[src/bridgePkg.sv]
// Bridge package with the bus word, transfer and acknowledge types shared by the data buffer
package bridgePkg;

    //////////////////////////////////////////////////////////////////////
    // Bus word
    //////////////////////////////////////////////////////////////////////

    // Both the CPU data bus and PCI AD are 32 bits wide
    localparam int busWidth = 32;

    typedef logic [busWidth-1:0] busWord_t;

    // Count field width, holds 0..8 for the default FIFO depth
    localparam int fifoCountWidth = 4;

    //////////////////////////////////////////////////////////////////////
    // Enums
    //////////////////////////////////////////////////////////////////////

    // Encoded as {TT1, TT0}
    // Only TT0 high with TT1 low is a line burst
    typedef enum logic [1:0] {
        XferSingle = 2'b00,
        XferBurst  = 2'b01,
        XferOther  = 2'b10
    } xferType_e;

    // Acknowledge FSM states
    typedef enum logic [1:0] {
        TaIdle = 2'd0,
        TaBeat = 2'd1,
        TaHold = 2'd2
    } taState_e;

    //////////////////////////////////////////////////////////////////////
    // Bus bundles
    //////////////////////////////////////////////////////////////////////

    // CPU side, active low except the type
    typedef struct packed {
        logic      nTs;
        xferType_e tt;
        logic      nBg;
        logic      nBen;
    } cpuBus_t;

    // PCI side controls
    typedef struct packed {
        logic nIrdy;
        logic nTrdy;
        logic pciCycle;
        logic pciDir;   // high means CPU to PCI
    } pciBus_t;

    // Modelled tristate line, level only counts while en is high
    typedef struct packed {
        logic en;
        logic level;
    } triLine_t;

    // FIFO occupancy
    typedef struct packed {
        logic                      empty;
        logic                      full;
        logic [fifoCountWidth-1:0] count;
    } fifoStatus_t;

endpackage

[src/beatFifo.sv]
// Beat FIFO, show-ahead synchronous buffer of bus words with count, empty and full
`timescale 1ns/1ns

module beatFifo #(
    parameter int fifoDepth = 8
) (
    input  logic                   BCLK,
    input  logic                   nRESET,
    input  logic                   push,
    input  bridgePkg::busWord_t    pushData,
    input  logic                   pop,
    output bridgePkg::busWord_t    head,
    output bridgePkg::fifoStatus_t status
);

    import bridgePkg::*;

    localparam int ptrWidth = $clog2(fifoDepth);
    localparam int cntWidth = ptrWidth + 1;

    // Depth sanity at elaboration
    if ((fifoDepth < 2) || ((fifoDepth & (fifoDepth - 1)) != 0)) begin : gDepthCheck
        $error("beatFifo depth must be a power of two of at least 2");
    end
    if (cntWidth > fifoCountWidth) begin : gCountCheck
        $error("beatFifo depth exceeds the status count field");
    end

    //////////////////////////////////////////////////////////////////////
    // Storage and pointers
    //////////////////////////////////////////////////////////////////////

    busWord_t            mem [fifoDepth];
    logic [ptrWidth-1:0] wrPtr;
    logic [ptrWidth-1:0] rdPtr;
    logic [cntWidth-1:0] count;
    logic                empty;
    logic                full;
    logic                doPush;
    logic                doPop;

    assign empty = (count == '0);
    assign full  = (count == cntWidth'(fifoDepth));

    // Push dropped when full, pop dropped when empty
    assign doPush = push && !full;
    assign doPop  = pop && !empty;

    // Word store
    always_ff @(posedge BCLK) begin
        if (doPush) begin
            mem[wrPtr] <= pushData;
        end
    end

    // Pointers wrap on their own since depth is a power of two
    always_ff @(posedge BCLK or negedge nRESET) begin
        if (!nRESET) begin
            wrPtr <= '0;
            rdPtr <= '0;
        end else begin
            if (doPush) begin
                wrPtr <= wrPtr + 1'b1;
            end
            if (doPop) begin
                rdPtr <= rdPtr + 1'b1;
            end
        end
    end

    // Occupancy, unchanged on a push and pop in the same cycle
    always_ff @(posedge BCLK or negedge nRESET) begin
        if (!nRESET) begin
            count <= '0;
        end else begin
            case ({doPush, doPop})
                2'b10:   count <= count + 1'b1;
                2'b01:   count <= count - 1'b1;
                default: count <= count;
            endcase
        end
    end

    //////////////////////////////////////////////////////////////////////
    // Outputs
    //////////////////////////////////////////////////////////////////////

    // Show-ahead, oldest word sits at the read pointer
    assign head = mem[rdPtr];

    always_comb begin
        status.empty = empty;
        status.full  = full;
        status.count = fifoCountWidth'(count);
    end

endmodule

[src/busSteering.sv]
// Bus steering, picks FIFO push and pop sources by direction and sets the data-bus drive enables
`timescale 1ns/1ns

module busSteering (
    input  bridgePkg::cpuBus_t     cpuIn,
    input  bridgePkg::pciBus_t     pciIn,
    input  bridgePkg::busWord_t    cpuData,
    input  bridgePkg::busWord_t    adIn,
    input  logic                   taBeat,
    input  bridgePkg::fifoStatus_t status,
    input  bridgePkg::busWord_t    head,
    output logic                   beatReady,
    output logic                   push,
    output bridgePkg::busWord_t    pushData,
    output logic                   pop,
    output bridgePkg::busWord_t    dOut,
    output logic                   dDrive,
    output bridgePkg::busWord_t    adOut,
    output logic                   adDrive
);

    logic pciBeat;
    logic cpuToPci;

    //////////////////////////////////////////////////////////////////////
    // Handshake decode
    //////////////////////////////////////////////////////////////////////

    // PCI word moves when both ready strobes are low
    assign pciBeat  = !pciIn.nIrdy && !pciIn.nTrdy;
    assign cpuToPci = pciIn.pciDir;

    // CPU side waits for room on writes and for data on reads
    assign beatReady = cpuToPci ? !status.full : !status.empty;

    //////////////////////////////////////////////////////////////////////
    // FIFO source and sink
    //////////////////////////////////////////////////////////////////////

    always_comb begin
        if (cpuToPci) begin
            // CPU write, acknowledged beats fill and PCI drains
            push     = taBeat;
            pushData = cpuData;
            pop      = pciBeat && !status.empty;
        end else begin
            // CPU read, PCI fills and acknowledged beats drain
            // Overflowing PCI beat is dropped
            push     = pciBeat && !status.full;
            pushData = adIn;
            pop      = taBeat;
        end
    end

    //////////////////////////////////////////////////////////////////////
    // Data bus drive
    //////////////////////////////////////////////////////////////////////

    // Both buses show the FIFO head
    assign dOut  = head;
    assign adOut = head;

    // D driven on reads with the buffer selected
    assign dDrive = !cpuIn.nBen && !cpuToPci;

    // AD driven on writes during a PCI cycle
    assign adDrive = pciIn.pciCycle && cpuToPci;

endmodule

[src/transferAck.sv]
// Transfer acknowledge FSM, counts single and burst beats and drives the three-state nTa line
`timescale 1ns/1ns

module transferAck (
    input  logic                BCLK,
    input  logic                nRESET,
    input  bridgePkg::cpuBus_t  cpuIn,
    input  logic                beatReady,
    output logic                taBeat,
    output bridgePkg::triLine_t nTa
);

    import bridgePkg::*;

    taState_e  state;
    taState_e  stateNext;
    logic      tsReg;
    xferType_e xferReg;
    logic [1:0] beatsLeft;
    logic      startOk;

    //////////////////////////////////////////////////////////////////////
    // Start decode
    //////////////////////////////////////////////////////////////////////

    // Registered start, only honoured with the bus granted and buffer on
    assign startOk = tsReg && !cpuIn.nBg && !cpuIn.nBen;

    always_ff @(posedge BCLK or negedge nRESET) begin
        if (!nRESET) begin
            tsReg   <= 1'b0;
            xferReg <= XferSingle;
        end else begin
            tsReg <= !cpuIn.nTs;
            // Type is valid alongside the start strobe
            if (!cpuIn.nTs) begin
                xferReg <= cpuIn.tt;
            end
        end
    end

    //////////////////////////////////////////////////////////////////////
    // Beat sequencing
    //////////////////////////////////////////////////////////////////////

    // A beat completes when data is ready on the FIFO side
    assign taBeat = (state == TaBeat) && beatReady && !cpuIn.nBen;

    always_comb begin
        stateNext = state;
        case (state)
            TaIdle:  if (startOk) stateNext = TaBeat;
            TaBeat:  if (taBeat && (beatsLeft == 2'd0)) stateNext = TaHold;
            TaHold:  stateNext = TaIdle;
            default: stateNext = TaIdle;
        endcase
    end

    always_ff @(posedge BCLK or negedge nRESET) begin
        if (!nRESET) begin
            state     <= TaIdle;
            beatsLeft <= 2'd0;
        end else begin
            state <= stateNext;
            // Remaining beats after the current one, three more for a line burst
            if ((state == TaIdle) && startOk) begin
                beatsLeft <= (xferReg == XferBurst) ? 2'd3 : 2'd0;
            end else if (taBeat && (beatsLeft != 2'd0)) begin
                beatsLeft <= beatsLeft - 2'd1;
            end
        end
    end

    //////////////////////////////////////////////////////////////////////
    // Acknowledge line
    //////////////////////////////////////////////////////////////////////

    // Hold cycle keeps nTa high so a floating line cannot end the next cycle
    always_comb begin
        case (state)
            TaBeat: begin
                nTa.en    = 1'b1;
                nTa.level = !taBeat;
            end
            TaHold: begin
                nTa.en    = 1'b1;
                nTa.level = 1'b1;
            end
            default: begin
                // Idle, held high only while the buffer is selected
                nTa.en    = !cpuIn.nBen;
                nTa.level = 1'b1;
            end
        endcase
    end

endmodule

[src/u109Bridge.sv]
// U109 bridge data buffer top, joins the acknowledge FSM, bus steering and beat FIFO
`timescale 1ns/1ns

module u109Bridge #(
    parameter int fifoDepth = 8
) (
    input  logic                BCLK,
    input  logic                nRESET,
    input  bridgePkg::cpuBus_t  cpuIn,
    input  bridgePkg::pciBus_t  pciIn,
    input  bridgePkg::busWord_t cpuData,
    input  bridgePkg::busWord_t adIn,
    output bridgePkg::busWord_t dOut,
    output logic                dDrive,
    output bridgePkg::busWord_t adOut,
    output logic                adDrive,
    output bridgePkg::triLine_t nTa
);

    import bridgePkg::*;

    // Internal nets between the three blocks
    logic        beatReady;
    logic        taBeat;
    logic        push;
    logic        pop;
    busWord_t    pushData;
    busWord_t    head;
    fifoStatus_t status;

    // CPU acknowledge
    transferAck i_transferAck (
        .BCLK      (BCLK),
        .nRESET    (nRESET),
        .cpuIn     (cpuIn),
        .beatReady (beatReady),
        .taBeat    (taBeat),
        .nTa       (nTa)
    );

    // Direction steering
    busSteering i_busSteering (
        .cpuIn     (cpuIn),
        .pciIn     (pciIn),
        .cpuData   (cpuData),
        .adIn      (adIn),
        .taBeat    (taBeat),
        .status    (status),
        .head      (head),
        .beatReady (beatReady),
        .push      (push),
        .pushData  (pushData),
        .pop       (pop),
        .dOut      (dOut),
        .dDrive    (dDrive),
        .adOut     (adOut),
        .adDrive   (adDrive)
    );

    // Word buffer
    beatFifo #(
        .fifoDepth (fifoDepth)
    ) i_beatFifo (
        .BCLK     (BCLK),
        .nRESET   (nRESET),
        .push     (push),
        .pushData (pushData),
        .pop      (pop),
        .head     (head),
        .status   (status)
    );

endmodule

[config.mk]
export PLATFORM = sky130hd
export DESIGN_NAME = u109Bridge
export DESIGN_NICKNAME = d
export VERILOG_FILES = /design/src/bridgePkg.sv /design/src/beatFifo.sv /design/src/busSteering.sv /design/src/transferAck.sv /design/src/u109Bridge.sv
export SDC_FILE = /design/constraint.sdc
export NUM_CORES = 1
export LEC_CHECK = 0
export BUFFER_PORTS_ARGS = -buffer_cell sky130_fd_sc_hd__buf_2
export CORE_MARGIN = 2
export CORE_UTILIZATION = 50
export DETAILED_ROUTE_END_ITERATION = 16
export PLACE_DENSITY = 0.73
export SLEW_MARGIN = 20
export SYNTH_ARGS = -nofsm -noshare
export SYNTH_HDL_FRONTEND = slang
export SYNTH_SLANG_ARGS = --single-unit
[constraint.sdc]
create_clock -name BCLK -period 8.8 [get_ports BCLK]
set_clock_uncertainty 0.05 [all_clocks]
set_input_delay 1.32 -clock BCLK [delete_from_list [all_inputs] [get_ports BCLK]]
set_output_delay 1.32 -clock BCLK [all_outputs]
set_load 0.05 [all_outputs]
* After elaboration in Yosys (flattened, before gate mapping)
Memory sizes are Yosys's and may differ from the RTL's. Cells that the tools add are included.
Word-level totals: RAM bits 256, register bits 17, memories kept 1
Operators by class: eq/ne operators 8, $add $sub $neg 5, muxes and demuxes 14, reduce and logical (&&, ||, !) cells 30
Memory list:
- i_beatFifo.mem | depth 8, bits a word 32, rd ports 1, clocked after memory_dff 0, write ports 1, line beatFifo.sv:33 | busWord_t mem [fifoDepth];
Operators with widths (count):
- 32-bit 2-to-1 mux | 1
- 1-bit logical AND | 14
- 2-bit 2-to-1 mux | 5
- 1-bit zero test | 9
- 2-bit one-hot mux with 2 select lines | 2
- 4-bit one-hot mux with 2 select lines | 1
- 3-bit by 1-bit adder with 3-bit output, second input constant | 2
- 2-bit by 1-bit == test with 1-bit output, second input constant | 3
- 2-bit nonzero test | 3
- 1-bit 2-to-1 mux | 5
- 4-bit by 1-bit adder with 4-bit output, second input constant | 1
- 2-bit == test, second input constant | 2
- 4-bit == test, second input constant | 1
- 2-bit zero test | 2
- 4-bit zero test | 1
- 4-bit by 1-bit subtractor with 4-bit output, second input constant | 1
- 2-bit by 1-bit inequality test with 1-bit output, second input constant | 1
- 2-bit inequality test, second input constant | 1
- 2-bit AND reduction | 1
- 2-bit by 1-bit subtractor with 2-bit output, second input constant | 1

* Longest topological paths before layout
word-level depth 9, mapped depth 11, gate-level depth less buffers 11

* By module
Synthesis repeated with hierarchy kept, for this count alone.
Second synthesis, totals: cell total of the unflattened synthesis 585, area total of the unflattened synthesis 11733.8 um^2
By module, submodules not included:
- beatFifo | area each 10362.4 um^2, seq. area each 7937.6 um^2, instances 1, cells an instance 439
- busSteering | area each 935.9 um^2, seq. area each 0.0 um^2, instances 1, cells an instance 107
- transferAck | area each 435.4 um^2, seq. area each 175.2 um^2, instances 1, cells an instance 39

* Worst setup path before layout
Ideal clock, no wire load.
kind input to register, start point input port pciIn[0] in the netlist's numbering, end point memory i_beatFifo.mem[6][0] in the netlist's numbering, enable pin, setup slack 3.747 ns, data required time 8.282 ns, arrival 4.535 ns, setup time 0.468 ns, stages 4, path through or3_1 -> a22oi_2 -> nand2_2 -> nor3b_1
Between the ends: longest elaborated chain between the ends 7
RTL lines:
- start, declared | line u109Bridge.sv:10 | input bridgePkg::pciBus_t pciIn,
- 1-bit 2-to-1 mux | line busSteering.sv:34 | assign beatReady = cpuToPci ? !status.full : !status.empty;
- 1-bit logical AND (2 in a row) | line transferAck.sv:47 | assign taBeat = (state == TaBeat) && beatReady && !cpuIn.nBen;
- 1-bit 2-to-1 mux * | line busSteering.sv:41 | if (cpuToPci) begin
- 1-bit logical AND * | line beatFifo.sv:46 | assign doPush = push && !full;
- 1-bit 2-to-1 mux * | line beatFifo.sv:51 | if (doPush) begin
- 1-bit 2-to-1 mux (implied by the code) * | line beatFifo.sv:52 | mem[wrPtr] <= pushData;
- end, declared | line beatFifo.sv:33
Every way passes the cells marked *; elsewhere a longest branch is shown, timed or not.

* Worst setup path in the final report
start point register i_beatFifo.rdPtr[0], end point output port adOut[16]
Between the ends: longest elaborated chain between the ends 1
RTL lines:
- start, declared | line beatFifo.sv:35 | logic [ptrWidth-1:0] rdPtr;
- start signal, assigned | line beatFifo.sv:66 | rdPtr <= rdPtr + 1'b1;
- memory read 8 x 32 bit
- end, declared | line u109Bridge.sv:15 | output bridgePkg::busWord_t adOut,
No other way between the ends.

==> flow_summary.yaml <==
status:
  status: "finished, final reports clean"
floorplanning:
  fp-row-count: 55
  core_mm2: 0.02243
  die_w_um: 154.6
  die_h_um: 154.6
  io_pins: 143
  die_area_mm2: 0.02390
  start_util: 0.5056
global_route:
  overflow: 0
  first_global_vias: 5729
  grt_max_degree: 67
  grt_pass1_wl_um: 32020
  grt_usage: 0.1756
  antenna_found_initial: 0
timing:
  finalHoldViolCount: 0
  slew_viol_final: 0
  worst_pin_slew_ns: 1.031
  layout_min_cycle_time_ns: 4.570
  setup-tns-final_ns: 0
  setup_viol: 0
  whs_ns: 0.4592
  relSlewSlack: 0.3129
  setup_ws_ns: 4.230
  fmax_ghz: 0.2188
  rsz0062_at_grt: "false"
  min_period_over_period: 0.5193
route:
  viasPerCell: 5.596
  firstDrtPassIters: 4
  vias: 5473
  drt_iter0_markers: 369
  post-route-drc-count: 0
  wl_per_cell_um: 21.10
  ant_nets: 0
  drt_wl_total_um: 20630
placed_design:
  dpl.cell_count: 929
  dp_hpwl_um: 12180
  place_congestion: 0.7609
  place_ws_ns: 4.229
  portBuffers: 142
final_layout:
  fill_cells: 1671
  drive_gt1_frac: 0.4805
  diodes: 0
  final_net_count: 760
  seq_area_mm2: 0.008122
  area_delta_synth_final_pct: 14.23
  multi_input_area_mm2: 0.002843
  fin_cells: 978
synth:
  synth-edff-count: 256
  avgSynthCellArea_um2: 20.62
  synth-seq-area-share: 0.7153
  syn-cell-area_mm2: 0.01134
  synth_seq_cells: 273
  ys.flop_type: "edfxtp_1"
  yosysWarningCount: 0
  synth_area_leaders: "edfxtp_1 (68%), mux4_2 (13%), mux2_2 (6.6%), dfrtp_1 (3.8%), buf_4 (2.1%)"
  postSynthCellCount: 550
  synth_cell_types: 39
  postSynthNetCount: 636
  synth_top_area_cell: "edfxtp_1"
  synthArstFlopShare: 0.06227
  yosys.cell_count.top_type: "edfxtp_1"
  ys_top_cells_by_count: "edfxtp_1 (256), mux2_2 (66), mux4_2 (64)"
  post-synth-top-area-fraction: 0.6778
critical_path:
  crit_fanout: 44
  cp-end-kind: "output pin"
  critPathLaunchType: "flop"
  critPathLaunch: "i_beatFifo.rdPtr[0]$_DFFE_PN0P_"
  r2r_start: "i_transferAck.state[1]$_DFFE_PN0P_"
  worstPathRequired_ns: 7.43
  timing.rr.end: "i_beatFifo.mem[6][4]$_DFFE_PP_"
  r2r_slack_ns: 5.69
  cp_slowest_cell: "buf_4"
  cp_cell_sequence: "buf_4, mux4_2, mux2_2, buf_2"
  cp.arrival_ns: 3.20
  max_stage_delay_ns: 0.76
  crit_path_end: "adOut[16]"
  ff2ff_path_depth: 7
  critPathKind: "flop to output pin"
clock_network:
  cts_root_buffer: "clkbuf_16"
  cts_tree: "done"
  cts-resized-gates: 0
  cts_inserted_buffers: 27
  cts_hold_buf: 0
  insertion_delay_ns: 0.52
  htreeDepth: 1
  clock_sinks: 273
  path_clk_slew_ns: 0.06
  postCtsSetupBuffers: 0
  cts_max_path_buffers: 3
pwr:
  p_leak_nw: 4.451
  powerDensity_mw_per_mm2: 361.5
  irDropWorstVdd_v: 0.0002699
worst_hold_path:
  hp-class: "flop to flop"
job:
  maxCapViolations: 0
layout make-up:
| class | count | share of cell area |
|---|---|---|
| flip-flops and latches | 273 | 0.6268 |
| inverters | 13 | 0.003766 |
| repair buffers | 151 | 0.06258 |
| clock inverters | 13 | 0.005408 |
| multi-input cells | 208 | 0.2194 |
| well taps | 285 | 0.02752 |
| clock buffers | 35 | 0.05447 |
power by group:
group / internal [mW] / switching (mW) / total, mW
clock: 0.564 / 0.447 / 1.01
sequential: 1.54 / 0.186 / 1.72
combinational: 0.652 / 1.30 / 1.95
total: 2.75 / 1.93 / 4.68
registers in the layout (all words and copies together), names as in the netlist:
signal                   flops
i_transferAck.beatsLeft      2
i_transferAck.xferReg        2
i_transferAck.state          2
i_beatFifo.mem             256
i_transferAck.tsReg          1
i_beatFifo.count             4
i_beatFifo.wrPtr             3
i_beatFifo.rdPtr             3
kinds of logic after synthesis:
| kind of cell | synth area share |
|---|---|
| xor+xnor | 0.006177 |
| compound gates | 0.009377 |
| buf+inv | 0.03828 |
| fa+ha+maj | 0.01280 |
| mux | 0.1978 |
| flops | 0.7153 |
| simple gates | 0.02030 |
worst max-delay path, delay by kind of cell (launching register included):
family	cells	cell delay (ns)
muxes	2	0.92
DFF	1	0.71
buffers and inverters	2	0.98
how the worst min path moves through the flow:
stage               cells after the start                                   end                            startpoint  slack, ns
floorplan                               1       i_beatFifo.wrPtr[2]$_DFFE_PN0P_       i_beatFifo.wrPtr[2]$_DFFE_PN0P_       0.43
global placement                        1  i_transferAck.xferReg[1]$_DFFE_PN0N_  i_transferAck.xferReg[1]$_DFFE_PN0N_       0.44
detailed placement                      1       i_beatFifo.wrPtr[2]$_DFFE_PN0P_       i_beatFifo.wrPtr[2]$_DFFE_PN0P_       0.45
CTS                                     1       i_beatFifo.wrPtr[2]$_DFFE_PN0P_       i_beatFifo.wrPtr[2]$_DFFE_PN0P_       0.46
global route                            1       i_beatFifo.wrPtr[2]$_DFFE_PN0P_       i_beatFifo.wrPtr[2]$_DFFE_PN0P_       0.49
finish                                  1  i_transferAck.xferReg[1]$_DFFE_PN0N_  i_transferAck.xferReg[1]$_DFFE_PN0N_       0.46
routing by layer:
metal / routed length, um / vias up / global-route usage
met5: 0 / - / 0
met4: 221 / 0 / 0.03792
met3: 1381 / 22 / 0.02914
met2: 10470 / 198 / 0.2995
met1: 8554 / 2822 / 0.2421
li1: - / 2431 / -
through the flow:
step | util | power, mW | instance area (um^2)
2_1_floorplan | - | 3.468 | 11340
3_3_place_gp | 0.5408 | 3.692 | 12130
3_5_place_dp | 0.5417 | 3.720 | 12150
4_1_cts | 0.5763 | 4.728 | 12930
5_1_grt | 0.5775 | 4.891 | 12960
6_report | 0.5775 | 4.684 | 12960
placed cells by master (no fill, tap or decap), types with 4 or more instances in the layout:
| master | synthesis | final |
|---|---|---|
| clkbuf_1 | 6 | 8 |
| o21ai_0 | 5 | 5 |
| nand2_1 | 7 | 7 |
| edfxtp_1 | 256 | 256 |
| buf_4 | 32 | 7 |
| mux4_2 | 64 | 64 |
| mux2_2 | 66 | 66 |
| buf_2 | 8 | 142 |
| nand2b_1 | 4 | 4 |
| inv_1 | 13 | 13 |
| xnor2_1 | 4 | 4 |
| clkinv_2 | 0 | 4 |
| dfrtp_1 | 17 | 14 |
| xor2_1 | 4 | 4 |
| ha_1 | 10 | 10 |
| clkbuf_16 | 0 | 27 |
| clkinv_1 | 0 | 5 |
| a21oi_1 | 6 | 6 |
No activity file was read; power rests on OpenSTA's default activity.
